[src/ds_settings.svh]
// Downstream unpacker protocol constants and counter widths
`ifndef DS_SETTINGS_SVH
`define DS_SETTINGS_SVH

// UDP port carrying the protocol
`define DS_PORT 16'd1024

`define DS_PRE0 8'hef
`define DS_PRE1 8'hfe

// Packet type bytes
`define DS_TYPE_DATA 8'h01
`define DS_TYPE_DISC 8'h02
`define DS_TYPE_RUN 8'h04

`define DS_ENDPOINT_TX 8'h02
`define DS_SYNC 8'h7f

// Sample groups per subframe
`define DS_SAMPLES 63
`define DS_WD_BITS 10

`endif

[src/ds_pkg.sv]
// Downstream unpacker shared types for byte beats, commands and sample words
package ds_pkg;

  // One payload byte tagged with its role in the frame
  typedef struct packed {
    logic [7:0] data;
    logic       lr_valid;
    logic       iq_valid;
    // Final byte of a four-byte sample group
    logic       last;
  } ds_beat_t;

  // Radio command taken from the control byte and four data bytes
  typedef struct packed {
    logic        resprqst;
    logic [5:0]  addr;
    logic        ptt;
    logic [31:0] data;
  } ds_cmd_t;

  // Left/right or I/Q pair
  typedef struct packed {
    logic [15:0] first;
    logic [15:0] second;
  } ds_sample_t;

endpackage

[src/ds_frame_parser.sv]
// Downstream frame parser that decodes packet types and tags each payload byte
`timescale 1ns/1ps
`include "ds_settings.svh"

module ds_frame_parser (
  input  logic               clk,
  input  logic               reset,
  input  logic [15:0]        eth_port,
  input  logic               eth_broadcast,
  input  logic               eth_valid,
  input  logic [7:0]         eth_data,
  input  logic               eth_unreachable,
  input  logic               expired,
  output logic               run,
  output logic               wide_spectrum,
  output logic               discovery,
  output logic               frame_seen,
  output ds_pkg::ds_beat_t   beat,
  output logic               cmd_valid,
  output ds_pkg::ds_cmd_t    cmd
);

  localparam logic [5:0] LAST_GROUP = 6'(`DS_SAMPLES - 1);

  typedef enum logic [3:0] {
    S_PRE0,
    S_PRE1,
    S_TYPE,
    S_RUNSTOP,
    S_DISC,
    S_ENDPOINT,
    S_SEQ,
    S_SYNC,
    S_CTRL,
    S_DATA,
    S_GROUP
  } state_t;

  state_t     state;
  // Byte index inside the current field or sample group
  logic [2:0] idx;
  logic [5:0] group;
  logic       subframe;

  always_ff @(posedge clk) begin
    cmd_valid <= 1'b0;
    if (reset) begin
      state         <= S_PRE0;
      run           <= 1'b0;
      wide_spectrum <= 1'b0;
      idx           <= 3'd0;
      group         <= 6'd0;
      subframe      <= 1'b0;
    end else if (eth_unreachable || expired) begin
      state         <= S_PRE0;
      run           <= 1'b0;
      wide_spectrum <= 1'b0;
    end else if (!eth_valid) begin
      state <= S_PRE0;
    end else begin
      case (state)
        S_PRE0: begin
          if (eth_data == `DS_PRE0 && eth_port == `DS_PORT) state <= S_PRE1;
        end
        S_PRE1: begin
          state <= (eth_data == `DS_PRE1 && eth_port == `DS_PORT) ? S_TYPE : S_PRE0;
        end
        S_TYPE: begin
          if (eth_data == `DS_TYPE_DATA) state <= S_ENDPOINT;
          else if (eth_data == `DS_TYPE_RUN) state <= S_RUNSTOP;
          else if (eth_data == `DS_TYPE_DISC && eth_broadcast) state <= S_DISC;
          else state <= S_PRE0;
        end
        S_RUNSTOP: begin
          run           <= eth_data[0];
          wide_spectrum <= eth_data[1];
          state         <= S_PRE0;
        end
        S_ENDPOINT: begin
          idx      <= 3'd0;
          subframe <= 1'b0;
          state    <= (eth_data == `DS_ENDPOINT_TX) ? S_SEQ : S_PRE0;
        end
        // Sequence number is not checked
        S_SEQ: begin
          idx <= (idx == 3'd3) ? 3'd0 : idx + 3'd1;
          if (idx == 3'd3) state <= S_SYNC;
        end
        S_SYNC: begin
          idx <= (idx == 3'd2) ? 3'd0 : idx + 3'd1;
          if (eth_data != `DS_SYNC) state <= S_PRE0;
          else if (idx == 3'd2) state <= S_CTRL;
        end
        S_CTRL: begin
          idx   <= 3'd0;
          state <= S_DATA;
        end
        S_DATA: begin
          idx <= (idx == 3'd3) ? 3'd0 : idx + 3'd1;
          if (idx == 3'd3) begin
            cmd_valid <= 1'b1;
            group     <= 6'd0;
            state     <= S_GROUP;
          end
        end
        // Four L/R bytes then four I/Q bytes per group
        S_GROUP: begin
          idx <= idx + 3'd1;
          if (idx == 3'd7) begin
            if (group != LAST_GROUP) begin
              group <= group + 6'd1;
            end else if (!subframe) begin
              subframe <= 1'b1;
              state    <= S_SYNC;
            end else begin
              state <= S_PRE0;
            end
          end
        end
        default: state <= S_PRE0;
      endcase
    end
  end

  // Command fields with data bytes arriving big-endian
  always_ff @(posedge clk) begin
    if (eth_valid && state == S_CTRL) begin
      cmd.resprqst <= eth_data[7];
      cmd.addr     <= eth_data[6:1];
      cmd.ptt      <= eth_data[0];
    end else if (eth_valid && state == S_DATA) begin
      cmd.data <= {cmd.data[23:0], eth_data};
    end
  end

  assign discovery  = (state == S_DISC);
  assign frame_seen = eth_valid && state == S_SEQ && idx == 3'd3;

  always_comb begin
    beat.data     = eth_data;
    beat.lr_valid = eth_valid && state == S_GROUP && !idx[2];
    beat.iq_valid = eth_valid && state == S_GROUP && idx[2];
    beat.last     = eth_valid && state == S_GROUP && idx[1:0] == 2'b11;
  end

  assert property (@(posedge clk) disable iff (reset)
                   state == S_GROUP |-> group <= LAST_GROUP);

endmodule

[src/ds_watchdog.sv]
// Watchdog counting transmit ticks while running without incoming data frames
`timescale 1ns/1ps
`include "ds_settings.svh"

module ds_watchdog (
  input  logic clk,
  input  logic reset,
  input  logic run,
  input  logic frame_seen,
  input  logic watchdog_up,
  output logic expired
);

  logic [`DS_WD_BITS-1:0] count;

  // Held at zero while stopped, saturates once expired
  always_ff @(posedge clk) begin
    if (reset || !run || frame_seen) begin
      count <= '0;
    end else if (watchdog_up && !expired) begin
      count <= count + 1'b1;
    end
  end

  assign expired = &count;

endmodule

[src/ds_cmd_queue.sv]
// Two-entry command queue with four-phase req/ack delivery and overrun flag
`timescale 1ns/1ps

module ds_cmd_queue (
  input  logic            clk,
  input  logic            reset,
  input  logic            cmd_valid,
  input  ds_pkg::ds_cmd_t cmd_in,
  input  logic            cmd_ack,
  output logic            cmd_req,
  output ds_pkg::ds_cmd_t cmd,
  output logic            cmd_overrun
);

  typedef enum logic [1:0] {
    Q_IDLE,
    Q_REQ,
    Q_DROP
  } phase_t;

  phase_t          phase;
  ds_pkg::ds_cmd_t wait_cmd;
  logic            wait_full;
  logic            load_in;
  logic            load_wait;
  logic            store_wait;

  // Presenting slot frees once ack has fallen
  assign load_wait  = phase == Q_DROP && !cmd_ack && wait_full;
  assign load_in    = cmd_valid &&
                      (phase == Q_IDLE || (phase == Q_DROP && !cmd_ack && !wait_full));
  assign store_wait = cmd_valid && !load_in;

  always_ff @(posedge clk) begin
    if (reset) begin
      phase       <= Q_IDLE;
      wait_full   <= 1'b0;
      cmd_overrun <= 1'b0;
    end else begin
      if (load_in || load_wait) phase <= Q_REQ;
      else if (phase == Q_REQ && cmd_ack) phase <= Q_DROP;
      else if (phase == Q_DROP && !cmd_ack) phase <= Q_IDLE;

      if (store_wait) begin
        wait_full <= 1'b1;
        // Waiting command lost
        if (wait_full && !load_wait) cmd_overrun <= 1'b1;
      end else if (load_wait) begin
        wait_full <= 1'b0;
      end
    end
  end

  always_ff @(posedge clk) begin
    if (load_in) cmd <= cmd_in;
    else if (load_wait) cmd <= wait_cmd;
    if (store_wait) wait_cmd <= cmd_in;
  end

  assign cmd_req = (phase == Q_REQ);

  assert property (@(posedge clk) disable iff (reset) cmd_req |=> !cmd_req || $stable(cmd));
  assert property (@(posedge clk) disable iff (reset) $rose(cmd_req) |-> !cmd_ack);

endmodule

[src/ds_sample_packer.sv]
// Sample packer that builds 32-bit L/R and I/Q words from tagged bytes
`timescale 1ns/1ps
`include "ds_settings.svh"

module ds_sample_packer (
  input  logic               clk,
  input  logic               reset,
  input  ds_pkg::ds_beat_t   beat,
  output logic               lr_valid,
  output logic               iq_valid,
  output logic               subframe_last,
  output ds_pkg::ds_sample_t sample
);

  localparam logic [5:0] LAST_GROUP = 6'(`DS_SAMPLES - 1);

  logic [23:0] shift;
  logic [5:0]  group;

  // First byte of a group ends up most significant
  always_ff @(posedge clk) begin
    if (beat.lr_valid || beat.iq_valid) shift <= {shift[15:0], beat.data};
    if (beat.last) sample <= {shift, beat.data};
  end

  always_ff @(posedge clk) begin
    if (reset) begin
      lr_valid      <= 1'b0;
      iq_valid      <= 1'b0;
      subframe_last <= 1'b0;
      group         <= 6'd0;
    end else begin
      lr_valid      <= beat.last && beat.lr_valid;
      iq_valid      <= beat.last && beat.iq_valid;
      subframe_last <= beat.last && group == LAST_GROUP;
      // Groups run back to back within a subframe, so any gap restarts the count
      if (!beat.lr_valid && !beat.iq_valid) begin
        group <= 6'd0;
      end else if (beat.last && beat.iq_valid) begin
        group <= (group == LAST_GROUP) ? 6'd0 : group + 6'd1;
      end
    end
  end

  assert property (@(posedge clk) disable iff (reset) beat.last |-> beat.lr_valid || beat.iq_valid);

endmodule

[src/ds_unpacker_top.sv]
// Downstream unpacker top joining parser, watchdog, command queue and packer
`timescale 1ns/1ps

module ds_unpacker_top (
  input  logic               clk,
  input  logic               reset,
  input  logic [15:0]        eth_port,
  input  logic               eth_broadcast,
  input  logic               eth_valid,
  input  logic [7:0]         eth_data,
  input  logic               eth_unreachable,
  input  logic               watchdog_up,
  input  logic               cmd_ack,
  output logic               run,
  output logic               wide_spectrum,
  output logic               discovery,
  output logic               cmd_req,
  output ds_pkg::ds_cmd_t    cmd,
  output logic               cmd_overrun,
  output logic               lr_valid,
  output logic               iq_valid,
  output logic               subframe_last,
  output ds_pkg::ds_sample_t sample
);

  ds_pkg::ds_beat_t beat;
  ds_pkg::ds_cmd_t  parsed_cmd;
  logic             parsed_valid;
  logic             frame_seen;
  logic             expired;

  ds_frame_parser u_parser (
    .clk             (clk),
    .reset           (reset),
    .eth_port        (eth_port),
    .eth_broadcast   (eth_broadcast),
    .eth_valid       (eth_valid),
    .eth_data        (eth_data),
    .eth_unreachable (eth_unreachable),
    .expired         (expired),
    .run             (run),
    .wide_spectrum   (wide_spectrum),
    .discovery       (discovery),
    .frame_seen      (frame_seen),
    .beat            (beat),
    .cmd_valid       (parsed_valid),
    .cmd             (parsed_cmd)
  );

  ds_watchdog u_watchdog (
    .clk         (clk),
    .reset       (reset),
    .run         (run),
    .frame_seen  (frame_seen),
    .watchdog_up (watchdog_up),
    .expired     (expired)
  );

  ds_cmd_queue u_cmd_queue (
    .clk         (clk),
    .reset       (reset),
    .cmd_valid   (parsed_valid),
    .cmd_in      (parsed_cmd),
    .cmd_ack     (cmd_ack),
    .cmd_req     (cmd_req),
    .cmd         (cmd),
    .cmd_overrun (cmd_overrun)
  );

  ds_sample_packer u_packer (
    .clk           (clk),
    .reset         (reset),
    .beat          (beat),
    .lr_valid      (lr_valid),
    .iq_valid      (iq_valid),
    .subframe_last (subframe_last),
    .sample        (sample)
  );

endmodule

[config.mk]
export PLATFORM = sky130hd
export DESIGN_NAME = ds_unpacker_top
export DESIGN_NICKNAME = d
export VERILOG_FILES = /design/src/ds_pkg.sv /design/src/ds_frame_parser.sv /design/src/ds_watchdog.sv /design/src/ds_cmd_queue.sv /design/src/ds_sample_packer.sv /design/src/ds_unpacker_top.sv
export VERILOG_INCLUDE_DIRS = /design/src /design/src/src
export SDC_FILE = /design/constraint.sdc
export NUM_CORES = 1
export LEC_CHECK = 0
export BUFFER_PORTS_ARGS = -buffer_cell sky130_fd_sc_hd__buf_4
export CORE_MARGIN = 3
export CORE_UTILIZATION = 33
export DETAILED_ROUTE_END_ITERATION = 8
export PLACE_DENSITY = 0.58
export SLEW_MARGIN = 25
export SYNTH_ARGS = -nofsm -noshare
export SYNTH_HDL_FRONTEND = slang
export SYNTH_HIERARCHICAL = 1
export SYNTH_SLANG_ARGS = --single-unit
export TNS_END_PERCENT = 20
[constraint.sdc]
create_clock -name clk -period 3.6 [get_ports clk]
set_input_delay 0.36 -clock clk [delete_from_list [all_inputs] [get_ports clk]]
set_output_delay 0.36 -clock clk [all_outputs]
set_load 0.05 [all_outputs]
# ---- Word level (Yosys, flattened, before mapping)
# Cells that the tools add are included.
dict set report word_totals {
  regBits 216
  input_bits 31
  output_inout_bits 80
  wordCells 166
}
dict set report op_classes {
  addsub 4
  eq_ne 32
  muxes 33
  bitwise_logic 4
  n_reduce_logical 62
}
# cell count
set op_table {}
lappend op_table {{$mux 40} 2}
lappend op_table {{$mux 4} 9}
lappend op_table {{$pmux 4 s9} 1}
lappend op_table {{$mux 6} 4}
lappend op_table {{$logic_and 1x1->1} 23}
lappend op_table {{$eq 16x11->1 const B} 1}
lappend op_table {{$eq 4x3->1 const B} 4}
lappend op_table {{$eq 8x8->1 const B} 2}
lappend op_table {{$mux 3} 5}
lappend op_table {{$add 6x1->6 const B} 2}
lappend op_table {{$eq 4x4->1 const B} 3}
lappend op_table {{$pmux 3 s4} 1}
lappend op_table {{$pmux 6 s2} 1}
lappend op_table {{$reduce_and 6->1} 2}
lappend op_table {{$add 10x1->10 const B} 1}
lappend op_table {{$ne 2x1->1 const B} 5}
lappend op_table {{$reduce_and 10->1} 1}
lappend op_table {{$reduce_bool 2->1} 5}
lappend op_table {{$reduce_or 2->1} 5}
lappend op_table {{$logic_not 1->1} 9}
lappend op_table {{$eq 4x2->1 const B} 2}
lappend op_table {{$eq 8x1->1 const B} 1}
lappend op_table {{$eq 8x2->1 const B} 1}
lappend op_table {{$eq 8x3->1 const B} 1}
lappend op_table {{25 further kinds} 44}

# ---- Logic depth before layout (Yosys ltp)
dict set report depth {
  ltp_word 8
  mapped_depth 8
  ltp_nobuf 8
}

# ---- Hierarchy
# Netlist, hierarchy kept.
# module instances cells_per_inst area_per_inst_um2 seq_area_each_um2
set by_module_without_submodules {}
lappend by_module_without_submodules {ds_cmd_queue 1 152 3321.9 2482.4}
lappend by_module_without_submodules {ds_frame_parser 1 228 2681.3 1541.5}
lappend by_module_without_submodules {ds_sample_packer 1 103 2104.5 1861.8}
lappend by_module_without_submodules {ds_watchdog 1 56 534.3 200.2}

# ---- Worst setup path before layout
# No wires, ideal clock.
dict set report synth_timing {
  path_kind {reg2reg}
  startpoint {register u_parser.state[0]}
  endpoint {register u_packer.group[5]}
  setup_ps 71
  t_arrival_ps 3282
  t_required_ps 3529
  path_slack_ps 247
  path_stages_with_launch 8
  path_buffers 1
  period_less_slack_ps 3353
  cell_sequence {dfxtp_1 buf_2 and4bb_4 nand2_1 nor2_1 nand4_2 or4_1 a21oi_1}
}
# item line_no
set synth_lines {}
lappend synth_lines {{from (decl)} ds_frame_parser.sv:39} ;# state_t state;
lappend synth_lines {{from (signal assigned)} ds_frame_parser.sv:66} ;# state <= (eth_data == `DS_PRE1 && eth_port == `DS_PORT) ? S_TYPE : S_PRE0;
lappend synth_lines {{from (signal assigned)} ds_frame_parser.sv:82} ;# state <= (eth_data == `DS_ENDPOINT_TX) ? S_SEQ : S_PRE0;
lappend synth_lines {{to (signal assigned)} ds_sample_packer.sv:40} ;# group <= (group == LAST_GROUP) ? 6'd0 : group + 6'd1;
lappend synth_lines {{to (decl)} ds_sample_packer.sv:18} ;# logic [5:0] group;

==> metrics.txt <==
status finished clean; worst r2r src u_parser/state[1]; Max H-tree Level 1; Remaining DRCs 0; first-pass GRT wire length about 26 mm; distinct cell type count after synthesis just under 80; final critical-path share of the clock period about 68%; core area ~0.025 mm^2; Iter 0 DRT Violations between 300 and 400; maxcap violations 0; Fin Clk Skew 0.01166 ns; Syn. warnings 6; hold path depth 1; total gr overflow 0; via count around 4800; Worst setup EP type register; Mapped Avg Cell Area approximately 16 um^2; worst-skew pair later-pin latency 0.49 ns; mux share of post-synthesis cell area 7.297%; asr flop ratio synth 0%; Setup Fix Bufs, Post-CTS 0; Slew HR about a third; Post-DRT Antenna Nets 0; Fmax achieved just over 400 MHz; DP Cell Count around 960; pwr/cell area 488.5 mW/mm^2; Tightest Hold Check Type in2reg; Pins Over Slew Limit 0; Hold Buf Count CTS 0; Gate Count Post-Synth ~540; Hold Crit Endpoint u_parser/cmd[34]; FP Rows 58; CTS tree built; clock-pin slew on the worst setup and hold paths 0.06 ns; Worst Max-Slew Pin Slew around 0.98 ns; R2R Setup Slk around 1.2 ns; VDD IR max ~0.27 mV; pin count of the biggest net entering global routing slightly above 40; hold path start eth_data[2]; largest family of logic cells by synthesized area simple AND/OR/NAND/NOR gates; overall die width roughly 170 um; top post-synthesis cells by area edfxtp_1, dfxtp_1, mux2_4; Synth Area in Simple Gates between 10% and 20%; cts repair resizes 0; clk root buf clkbuf_16; crit path launch u_parser/state[1]; I/O Buffers 110; final WL roughly 16 mm; startpoint type of the worst setup path register; Initial Utilization about a third; Setup TNS 0 ns; RSZ-0062 raised after global routing no; fin nets between 600 and 700; top cell type's share of synthesized area approximately three fifths; Layout area overhead 21.83%; routability-driven placement congestion ratio 0.8062; cts bufs inserted 23; initial antenna violation count 0; Setup Crit Path Kind reg2reg; Post-synth EDFFs between 150 and 200; post-synthesis xor/xnor area fraction 0.7094%; DR WL/cell 15.85 um; drt pass-1 iters 5; Max FO, Critical Path 24; clock tree buffer depth 3; Setup Viol. Count Final 0; Synth Flop Type edfxtp_1; Die Ht between 150 and 200 um; Design Power around 5000 uW; WP data arrival ~2.6 ns; fin cells between 900 and 1000; CTS sink count approximately 220; vias in the first global route approximately 5000; area of the die 0.02817 mm^2; dominant cell type by area after synthesis edfxtp_1; adder-cell share of the synthesized area between 1 and 1.5%; Post-Syn Area slightly below 0.009 mm^2; Final HPWL DP ~11 mm; DR vias/cell 4.843; Synth Net Count just under 600; Final Hold Viols 0; FF-to-FF End u_packer/shift[10]; register bit count reported by yosys 216; min Tclk post-route around 2.4 ns; worst-case reg-to-reg path depth 4; post-synthesis sequential area ratio a little over two thirds; Pleak 0.003730 uW; WP data required roughly 3.7 ns; share of cells above drive strength 1 a little under a third; n_diodes 0; Synth Area in Compound Gates under 10%; I/O pin total ~110; GRT Util Overall 10.96%
[synthesized netlist by cell type, types with 2 or more instances]
cell / count
buf_12: 4
nor4b_1: 4
xnor2_1: 5
nor3b_1: 3
mux2i_1: 3
nor4_1: 5
o21ai_0: 10
ha_1: 10
nor2_1: 33
nor2b_1: 7
nand2b_1: 2
nand4_1: 6
a31oi_1: 6
xor2_1: 2
a211oi_1: 8
inv_1: 11
a21oi_1: 19
nor3_1: 15
a311o_1: 2
o31ai_1: 2
nand2_1: 23
nand4bb_1: 2
nand3_2: 2
buf_4: 10
and3b_1: 2
or3b_1: 2
a31o_1: 2
o21a_1: 5
mux2_4: 40
dfxtp_1: 40
and2_1: 3
a41oi_1: 2
nand3b_1: 4
or3_1: 7
and3_1: 3
nand4_2: 2
a211o_1: 2
nand4b_1: 3
nand3_1: 12
edfxtp_1: 176
buf_2: 4
[routing by layer]
layer / wire length (um) / vias to the layer above / GRT usage (%)
met5: 0 / - / 0
met4: 308 / 0 / 2.917
met3: 920 / 30 / 2.559
met2: 7684 / 131 / 18.51
met1: 6923 / 2371 / 14.29
li1: - / 2306 / -
[cells by family (layout without fill, tap and decap cells)]
family                     count (synthesis)  count (layout)
AOI/OAI and AO/OA                         73              73
xor gates and xnor gates                   7               7
adders and majority gates                 10              10
buffers and inverters                     32             162
DFF                                      216             216
muxes                                     43              43
and+or+nand+nor                          158             158
[cell type report]
| class | count | area (um^2) |
|---|---|---|
| clock inverters | 15 | 201.4 |
| repair buffers | 112 | 860.8 |
| flip-flops and latches | 216 | 6086 |
| fillers | 2316 | 14940 |
| well taps | 330 | 412.9 |
| inverters | 11 | 41.29 |
| clock buffers | 24 | 579.3 |
| multi-input cells | 291 | 2347 |
[how the worst max path moves through the flow]
stage	to	slack, ns	depth (start not counted)
floorplan	u_packer/group[5]	0.25	7
global placement	u_packer/shift[18]	1.31	4
detailed placement	u_packer/shift[10]	1.16	4
CTS	u_packer/shift[23]	1.15	4
global route	u_packer/shift[13]	1.02	4
finish	u_packer/shift[10]	1.16	4
[stage by stage]
step / setup slack [ns] / instance area, um^2 / util (%) / hold slack, ns
floorplan: 0.2469 / 8642 / - / 0.4003
global placement: 1.308 / 9714 / 38.14 / 0.4085
detailed placement: 1.163 / 9714 / 38.14 / 0.4045
CTS: 1.145 / 10500 / 41.20 / 0.1004
global route: 1.015 / 10530 / 41.34 / 0.1099
finish: 1.158 / 10530 / 41.34 / 0.1234
[cell usage in the layout, fill, tap and decap left out, types with 7 or more instances in the layout]
master	count
dfxtp_1	40
a21oi_1	19
nor3_1	15
or3_1	7
a211oi_1	8
clkbuf_16	23
ha_1	10
inv_1	11
buf_4	111
mux2_4	40
o21ai_0	10
nand2_1	23
edfxtp_1	176
nor2_1	30
nand3_1	12
nor2b_1	7
[flip-flops by register name, summed over array words and instances (netlist names)]
name and count:
u_cmd_queue/cmd 40, u_cmd_queue/wait_cmd 40, u_parser/cmd 40, u_packer/sample 32, u_packer/shift 24, u_watchdog/count 10, u_packer/group 6, u_parser/group 6
u_parser/state 4, u_parser/idx 3, u_cmd_queue/phase 2, u_cmd_queue/cmd_overrun 1, u_cmd_queue/wait_full 1, u_packer/iq_valid 1, u_packer/lr_valid 1, u_packer/subframe_last 1
u_parser/cmd_valid 1, u_parser/run 1, u_parser/subframe 1, u_parser/wide_spectrum 1
[power by group]
group          total (uW)  leakage, uW  internal, uW  switching (uW)
Sequential           2670      0.00190          2670      0.00000124
Clock                2410     0.000379          1520             893
Combinational        62.2      0.00145          29.0            33.3
Total                5140      0.00373          4220             927
[worst max-delay path, cell delays in order (launching register included)]
cell and delay, ns:
dfxtp_1 0.62, and4bb_4 0.38, nand2_1 0.13, nor2_1 0.36, or2_2 0.57
Note: power is estimated with default switching activity, not from simulation.
